## config.mk

```make
export PLATFORM = sky130hd
export DESIGN_NAME = mem_1r1w_top
export DESIGN_NICKNAME = d
export VERILOG_FILES = /design/src/mem_pkg.sv /design/src/bank_cmd_if.sv /design/src/mem_1r1w_top.sv /design/src/read_return.sv /design/src/bank_array.sv /design/src/remap_table.sv
export VERILOG_INCLUDE_DIRS = /design/src
export SDC_FILE = /design/constraint.sdc
export NUM_CORES = 2
export LEC_CHECK = 0
export ABC_AREA = 0
export BUFFER_PORTS_ARGS = -buffer_cell sky130_fd_sc_hd__buf_2
export CORE_ASPECT_RATIO = 0.7
export CORE_MARGIN = 2
export CORE_UTILIZATION = 63
export CTS_BUF_LIST = sky130_fd_sc_hd__clkbuf_4 sky130_fd_sc_hd__clkbuf_8
export DETAILED_ROUTE_END_ITERATION = 10
export PLACE_DENSITY = 0.79
export SYNTH_ARGS = -nofsm -noshare
export SYNTH_HDL_FRONTEND = slang
export SYNTH_HIERARCHICAL = 1
export SYNTH_SLANG_ARGS = --single-unit
```

## constraint.sdc

```tcl
create_clock -name clk -period 9.5 [get_ports clk]
set_clock_uncertainty 0.15 [all_clocks]
set_input_delay 0.475 -clock clk [delete_from_list [all_inputs] [get_ports clk]]
set_output_delay 0.475 -clock clk [all_outputs]
set_load 0.01 [all_outputs]
```

## src/mem_params.svh

```systemverilog
`ifndef MEM_PARAMS_SVH
`define MEM_PARAMS_SVH

// ======================================================================
// memory geometry
// ======================================================================
`define WIDTH      16  // data word.
`define BITADDR    7
`define NUMVBNK    4   // logical banks.
`define BITVBNK    2
`define NUMPBNK    5   // one spare physical bank.
`define BITPBNK    3
`define NUMVROW    32
`define BITVROW    5

// bank read latency in cycles.
`define SRAM_DELAY 1

`endif
```

## src/mem_pkg.sv

```systemverilog
`include "mem_params.svh"

package mem_pkg;

  typedef logic [`WIDTH-1:0]   word_t;
  typedef logic [`BITVBNK-1:0] vbnk_t;
  typedef logic [`BITPBNK-1:0] pbnk_t;
  typedef logic [`BITVROW-1:0] vrow_t;

  // one row of the remap table.
  typedef struct packed {
    pbnk_t [`NUMVBNK-1:0] vmap;       // physical home of each logical bank.
    pbnk_t                free_pbnk;  // spare bank for this row.
  } row_map_t;

  typedef enum logic {
    TBL_INIT,
    TBL_RUN
  } table_state_t;

endpackage

```

## src/bank_cmd_if.sv

```systemverilog
`timescale 1ns/10ps

interface bank_cmd_if import mem_pkg::*; ();

  logic  rd_en;
  pbnk_t rd_pbnk;
  vrow_t rd_row;

  logic  wr_en;
  pbnk_t wr_pbnk;
  vrow_t wr_row;
  word_t wr_data;

  modport table_side (
    output rd_en, rd_pbnk, rd_row,
    output wr_en, wr_pbnk, wr_row, wr_data
  );

  modport bank_side (
    input rd_en, rd_pbnk, rd_row,
    input wr_en, wr_pbnk, wr_row, wr_data
  );

  // only the read tag is needed on the return path.
  modport return_side (
    input rd_en, rd_pbnk
  );

endinterface

```

## src/mem_1r1w_top.sv

```systemverilog
`timescale 1ns/10ps
`include "mem_params.svh"

module mem_1r1w_top import mem_pkg::*; (
  input  logic                clk,
  input  logic                rst_n,
  input  logic                read,
  input  logic [`BITADDR-1:0] rd_addr,
  input  logic                write,
  input  logic [`BITADDR-1:0] wr_addr,
  input  logic [`WIDTH-1:0]   din,
  output logic                ready,
  output logic                rd_vld,
  output logic [`WIDTH-1:0]   rd_dout
);

  word_t [`NUMPBNK-1:0] bank_dout;

  bank_cmd_if cmd_if ();

  // ======================================================================
  // remap table, banks and read return
  // ======================================================================

  remap_table u_table (
    .clk     (clk),
    .rst_n   (rst_n),
    .read    (read),
    .rd_addr (rd_addr),
    .write   (write),
    .wr_addr (wr_addr),
    .din     (din),
    .ready   (ready),
    .cmd     (cmd_if)
  );

  bank_array u_banks (
    .clk       (clk),
    .cmd       (cmd_if),
    .bank_dout (bank_dout)
  );

  read_return u_return (
    .clk       (clk),
    .rst_n     (rst_n),
    .cmd       (cmd_if),
    .bank_dout (bank_dout),
    .rd_vld    (rd_vld),
    .rd_dout   (rd_dout)
  );

endmodule

```

## src/read_return.sv

```systemverilog
`timescale 1ns/10ps
`include "mem_params.svh"

module read_return import mem_pkg::*; (
  input  logic                 clk,
  input  logic                 rst_n,
  bank_cmd_if.return_side      cmd,
  input  word_t [`NUMPBNK-1:0] bank_dout,
  output logic                 rd_vld,
  output word_t                rd_dout
);

  logic [`SRAM_DELAY-1:0] vld_pipe;
  pbnk_t                  pbnk_pipe [`SRAM_DELAY];
  logic                   ret_vld;
  pbnk_t                  ret_pbnk;

  // tag of the read whose data sits on the bank outputs now.
  assign ret_vld  = vld_pipe[`SRAM_DELAY-1];
  assign ret_pbnk = pbnk_pipe[`SRAM_DELAY-1];

  always_ff @(posedge clk or negedge rst_n) begin
    if (!rst_n) begin
      vld_pipe <= '0;
      rd_vld   <= 1'b0;
    end else begin
      vld_pipe[0] <= cmd.rd_en;
      for (int i = 1; i < `SRAM_DELAY; i++) begin
        vld_pipe[i] <= vld_pipe[i-1];
      end
      rd_vld <= ret_vld;
    end
  end

  always_ff @(posedge clk) begin
    pbnk_pipe[0] <= cmd.rd_pbnk;
    for (int i = 1; i < `SRAM_DELAY; i++) begin
      pbnk_pipe[i] <= pbnk_pipe[i-1];
    end
    if (ret_vld) begin
      rd_dout <= bank_dout[ret_pbnk];  // pick the bank that served it.
    end
  end

endmodule

```

## src/bank_array.sv

```systemverilog
`timescale 1ns/10ps
`include "mem_params.svh"

module bank_array import mem_pkg::*; (
  input  logic                 clk,
  bank_cmd_if.bank_side        cmd,
  output word_t [`NUMPBNK-1:0] bank_dout
);

  // ======================================================================
  // single-port banks
  // ======================================================================

  genvar p;
  generate
    for (p = 0; p < `NUMPBNK; p++) begin : g_bank
      word_t mem [`NUMVROW];
      word_t dout_pipe [`SRAM_DELAY];
      logic  wr_sel;
      logic  rd_sel;

      assign wr_sel = cmd.wr_en && (cmd.wr_pbnk == pbnk_t'(p));
      assign rd_sel = cmd.rd_en && (cmd.rd_pbnk == pbnk_t'(p));

      // one access per cycle, table keeps read and write apart.
      always_ff @(posedge clk) begin
        if (wr_sel) begin
          mem[cmd.wr_row] <= cmd.wr_data;
        end else if (rd_sel) begin
          dout_pipe[0] <= mem[cmd.rd_row];
        end
        for (int i = 1; i < `SRAM_DELAY; i++) begin
          dout_pipe[i] <= dout_pipe[i-1];  // extra latency stages.
        end
      end

      assign bank_dout[p] = dout_pipe[`SRAM_DELAY-1];
    end
  endgenerate

endmodule

```

## src/remap_table.sv

```systemverilog
`timescale 1ns/10ps
`include "mem_params.svh"

module remap_table import mem_pkg::*; (
  input  logic                clk,
  input  logic                rst_n,
  input  logic                read,
  input  logic [`BITADDR-1:0] rd_addr,
  input  logic                write,
  input  logic [`BITADDR-1:0] wr_addr,
  input  word_t               din,
  output logic                ready,
  bank_cmd_if.table_side      cmd
);

  table_state_t state;
  vrow_t        init_row;
  row_map_t     map_mem [`NUMVROW];
  row_map_t     init_map;

  logic                req_read;
  logic                req_write;
  logic [`BITADDR-1:0] req_raddr;
  logic [`BITADDR-1:0] req_waddr;
  word_t               req_din;

  vbnk_t    rd_vbnk;
  vrow_t    rd_row;
  vbnk_t    wr_vbnk;
  vrow_t    wr_row;
  row_map_t rd_map;
  row_map_t wr_map;
  row_map_t upd_map;
  pbnk_t    rd_cur_pbnk;
  pbnk_t    wr_cur_pbnk;
  logic     conflict;

  // ======================================================================
  // init sweep
  // ======================================================================

  always_ff @(posedge clk or negedge rst_n) begin
    if (!rst_n) begin
      state    <= TBL_INIT;
      init_row <= '0;
    end else if (state == TBL_INIT) begin
      init_row <= init_row + 1'b1;
      if (init_row == vrow_t'(`NUMVROW - 1)) begin
        state <= TBL_RUN;  // last row written.
      end
    end
  end

  assign ready = (state == TBL_RUN);

  // logical bank i lives in physical bank i, top bank spare.
  always_comb begin
    for (int i = 0; i < `NUMVBNK; i++) begin
      init_map.vmap[i] = pbnk_t'(i);
    end
    init_map.free_pbnk = pbnk_t'(`NUMVBNK);
  end

  // ======================================================================
  // request stage
  // ======================================================================

  always_ff @(posedge clk or negedge rst_n) begin
    if (!rst_n) begin
      req_read  <= 1'b0;
      req_write <= 1'b0;
    end else begin
      req_read  <= read && ready;   // dropped until the table is built.
      req_write <= write && ready;
    end
  end

  always_ff @(posedge clk) begin
    if (read) begin
      req_raddr <= rd_addr;
    end
    if (write) begin
      req_waddr <= wr_addr;
      req_din   <= din;
    end
  end

  assign rd_vbnk = req_raddr[`BITVBNK-1:0];
  assign rd_row  = req_raddr[`BITADDR-1:`BITVBNK];
  assign wr_vbnk = req_waddr[`BITVBNK-1:0];
  assign wr_row  = req_waddr[`BITADDR-1:`BITVBNK];

  // ======================================================================
  // lookup and conflict resolution
  // ======================================================================

  assign rd_map      = map_mem[rd_row];
  assign wr_map      = map_mem[wr_row];
  assign rd_cur_pbnk = rd_map.vmap[rd_vbnk];
  assign wr_cur_pbnk = wr_map.vmap[wr_vbnk];

  // the read keeps its bank, the write moves to the spare.
  assign conflict = req_read && req_write && (rd_cur_pbnk == wr_cur_pbnk);

  always_comb begin
    upd_map                = wr_map;
    upd_map.vmap[wr_vbnk]  = wr_map.free_pbnk;
    upd_map.free_pbnk      = wr_cur_pbnk;  // old home becomes spare.
  end

  always_ff @(posedge clk) begin
    if (state == TBL_INIT) begin
      map_mem[init_row] <= init_map;
    end else if (req_write && conflict) begin
      map_mem[wr_row] <= upd_map;
    end
  end

  // ======================================================================
  // bank commands
  // ======================================================================

  assign cmd.rd_en   = req_read;
  assign cmd.rd_pbnk = rd_cur_pbnk;
  assign cmd.rd_row  = rd_row;

  assign cmd.wr_en   = req_write;
  assign cmd.wr_pbnk = conflict ? wr_map.free_pbnk : wr_cur_pbnk;
  assign cmd.wr_row  = wr_row;
  assign cmd.wr_data = req_din;

endmodule

```

==> metrics.md <==
| Metric | Value |
|---|---|
| Crit end category | flop |
| Drt first pass iters | 6 |
| Setup TNS Final | 0 ns |
| Register bit total from synthesis | 3189 |
| CTS HTree Levels | 5 |
| Grt met2 use | 43.51% |
| Unrepaired setup endpoints after global routing | no |
| DIE AREA | 203300 sq um |
| I/O pin total | 52 |
| WP data required | 9.93 ns |
| Dpl ws | 2.564 ns |
| Initial antenna violation count | 28 |
| Final Hold Vio Count | 0 |
| ANT nets after route | 0 |
| GPL Wtd Cong | 0.9455 |
| M3 GR Usage | 12.01% |
| Final worst setup slack | 2.349 ns |
| CTS Root Buffer Type | clkbuf_8 |
| Via count | 64095 |
| Via density per instance | 7.062 |
| Final wirelength | 322800 microns |
| Final worst-path cycle share | 75.27% |
| Worst-path fanout max | 37 |
| CTS resizes | 0 |
| Layout area overhead | 11.00% |
| Static Leak | 0.04347 uW |
| Simple-Gate Fraction of Synth Area | 1.768% |
| Max Fclk | 139.8 MHz |
| Fill cell count | 11078 |
| Hold_sp | rd_addr[2] |
| Busiest layer in global routing | met1 |
| Die width | 538.1 microns |
| Fin nets | 6098 |
| Xor-xnor portion of the synthesized cell area | 0.02785% |
| Synth Cell Area | 125800 sq um |
| Largest net degree at the start of global routing | 161 |
| Slew @ Worst Pin | 1.394 ns |
| Wire per inst | 35.57 microns |
| Placed instance area | 130100 sq um |
| Fraction of layout cells with a size suffix above 1 | 33.33% |
| Min cycle time layout | 7.151 ns |
| Initial Util | 63.26% |
| Post-synthesis sequential area ratio | 75.98% |
| Maximum vdd ir drop | 176.4 uV |
| Reg area | 95600 sq um |
| Largest family of logic cells by synthesized area | multiplexers |
| Syn nets | 5668 |
| All-Layer GR Usage | 32.06% |
| Post-Syn Instances | 5632 |
| Sink Count | 3189 |
| Yosys top cell area share | 75.58% |
| WHS Path Cells | 3 |
| Mapped Avg Cell Area | 22.34 sq um |
| Pwr dens | 207.0 nW/um^2 |
| WHS | 0.07141 ns |
| FF-to-FF End | u_banks/g_bank[1].mem[19][3]$_DFFE_PP_ |
| Most instantiated cells after synthesis | 3166 x edfxtp_1, 858 x mux4_2, 312 x mux2i_1 |
| Crit path kind | flop to flop |
| Async SR Flop Fraction | 0.3136% |
| Netlist cell types | 63 |
| HP Class | input port to flop |
| Post-synthesis mux area share | 19.10% |
| Reg2Reg Setup Slack | 2.35 ns |
| Synth top area cells | edfxtp_1 76%, mux4_2 15%, mux2i_1 2.5%, mux2_2 1.1%, nor2_1 0.67% |
| Synth Flop Type | edfxtp_1 |
| Rel. slew slack | 7.039% |
| GRT overflow | 0 |
| Startpoint types | flop |
| Adder-cell area share of the yosys netlist | 0.01989% |
| Arr. time, crit path | 7.58 ns |
| Worst skew pair latency | 1.04 ns |
| Buffers on Ports | 51 |
| Max_cap viols | 0 |
| Clock transition at path regs | 0.07 ns |
| Layout Utilization | 70.22% |
| HPWL Detailed | 190500 microns |
| Core area | 198800 sq um |
| Post-synth EDFFs | 3166 |
| Multi-input logic area | 29110 sq um |
| Compound-Gate Fraction of Synth Area | 1.754% |
| First-pass GRT wire length | 455700 microns |
| Worst R2R Path Depth | 12 |
| Setup Buffers After CTS | 0 |
| Final setup fails | 0 |
| DRC viols | 0 |
| Fin area | 139600 sq um |
| Most frequent cell after synthesis | edfxtp_1 |
| Cell row count | 137 |
| Status | finished, final reports clean |
| Post-synth top area cell | edfxtp_1 |
| Max-slew violations | 0 |
| Clk buf depth | 4 |
| TritonCTS clock tree | yes |
| Inserted Clock Buffers | 444 |
| Vias in the first global route | 62077 |
| Initial DRC Count | 11240 |
| Met1 usage | 49.30% |
| Die height | 377.9 microns |
| YS warnings | 6 |
==> through the flow <==
stage / total power [uW] / instances
floorplan: 17520 / 5632
global placement: 18350 / 8200
detailed placement: 18410 / 8200
CTS: 28940 / 9064
global route: 29620 / 9065
finish: 28910 / 9076
==> cells by family after synthesis <==
| logic type | Yosys count |
|---|---|
| xor gates and xnor gates | 4 |
| buffers and inverters | 347 |
| AOI/OAI and AO/OA | 298 |
| and+or+nand+nor | 487 |
| adders and majority gates | 2 |
| muxes | 1305 |
| DFF | 3189 |
==> sequential cells by signal (all words and copies together), names as in the netlist, named ones only <==
register                  cells
u_return/rd_dout             16
u_table/cmd.wr_en             1
u_table/ready                 1
u_table/cmd.rd_en             1
u_return/rd_vld               1
u_table/cmd.wr_data          16
u_table/init_row              5
u_return/ret_vld              1
u_return/pbnk_pipe            3
u_banks/g_bank.dout_pipe     80
u_banks/g_bank.mem         2560
u_table/map_mem             480
u_table/req_raddr             7
u_table/req_waddr             7
==> worst max path at each step <==
stage	endpoint	cells past startpoint
after detailed placement	u_banks/g_bank[1].mem[19][11]$_DFFE_PP_	13
after global routing	u_banks/g_bank[1].mem[19][3]$_DFFE_PP_	12
final	u_banks/g_bank[1].mem[19][3]$_DFFE_PP_	12
after CTS	u_banks/g_bank[1].mem[19][3]$_DFFE_PP_	13
after global placement	u_banks/g_bank[1].mem[19][3]$_DFFE_PP_	13
after floorplan	u_banks/g_bank[0].dout_pipe[0][0]$_DFFE_PP_	16
==> final cells by class <==
class	count	share of cell area (%)
flip-flops and latches	3189	68.47
multi-input cells	2096	20.85
clock buffers	607	5.356
well taps	2641	2.367
repair buffers	323	1.891
clock inverters	200	1.030
inverters	8	0.02240
diodes	12	0.02151
==> where the power goes <==
part	switching, uW	total (uW)	internal, uW
clock	5100	10700	5600
combinational	1520	2400	881
sequential	114	15800	15700
==> worst max-delay path, cell delays in order, from the launching register on <==
cell and delay [ns]:
dfxtp_4 0.71, buf_4 0.62, mux4_2 0.59, mux2_2 0.29, a221o_1 0.35, a22oi_1 0.18
o211ai_1 0.52, xor2_1 0.39, or3_1 0.57, mux2i_1 0.21, nor2b_1 0.38, nand3b_1 0.49
nor2_2 1.15
==> layer usage <==
layer | part of all wire [%] | up-vias
met5 | 0.11 | -
li1 | - | 24836
met3 | 17 | 624
met2 | 43 | 5492
met1 | 37 | 33123
met4 | 2.8 | 20
==> layout by cell type (no fill, tap or decap), types with 9 or more instances in the layout <==
master / count
clkinv_1: 109
nor3b_1: 9
nor2_1: 95
buf_12: 16
nor2b_1: 25
o31ai_2: 20
edfxtp_1: 3166
a22oi_1: 84
bufinv_16: 18
buf_4: 199
clkbuf_4: 140
a221oi_1: 32
mux4_2: 858
nand3_1: 44
clkbuf_8: 467
mux2i_1: 312
a211oi_1: 16
a221o_1: 16
o22ai_1: 26
a21oi_1: 25
and3_1: 10
nand2b_1: 13
dfrtp_1: 10
o21ai_0: 18
nand2_1: 100
a31oi_1: 11
diode_2: 12
buf_2: 51
dlygate4sd3_1: 57
nand4_1: 12
mux2_2: 122
nor2_2: 129
clkinv_2: 53
==> repair_timing <==
item,4_1_cts,5_1_grt
endpoints found under the setup margin,0,0
hold buffers,57,0
hold endpoints to repair,73,0
No activity file was read; power rests on OpenSTA's default activity.
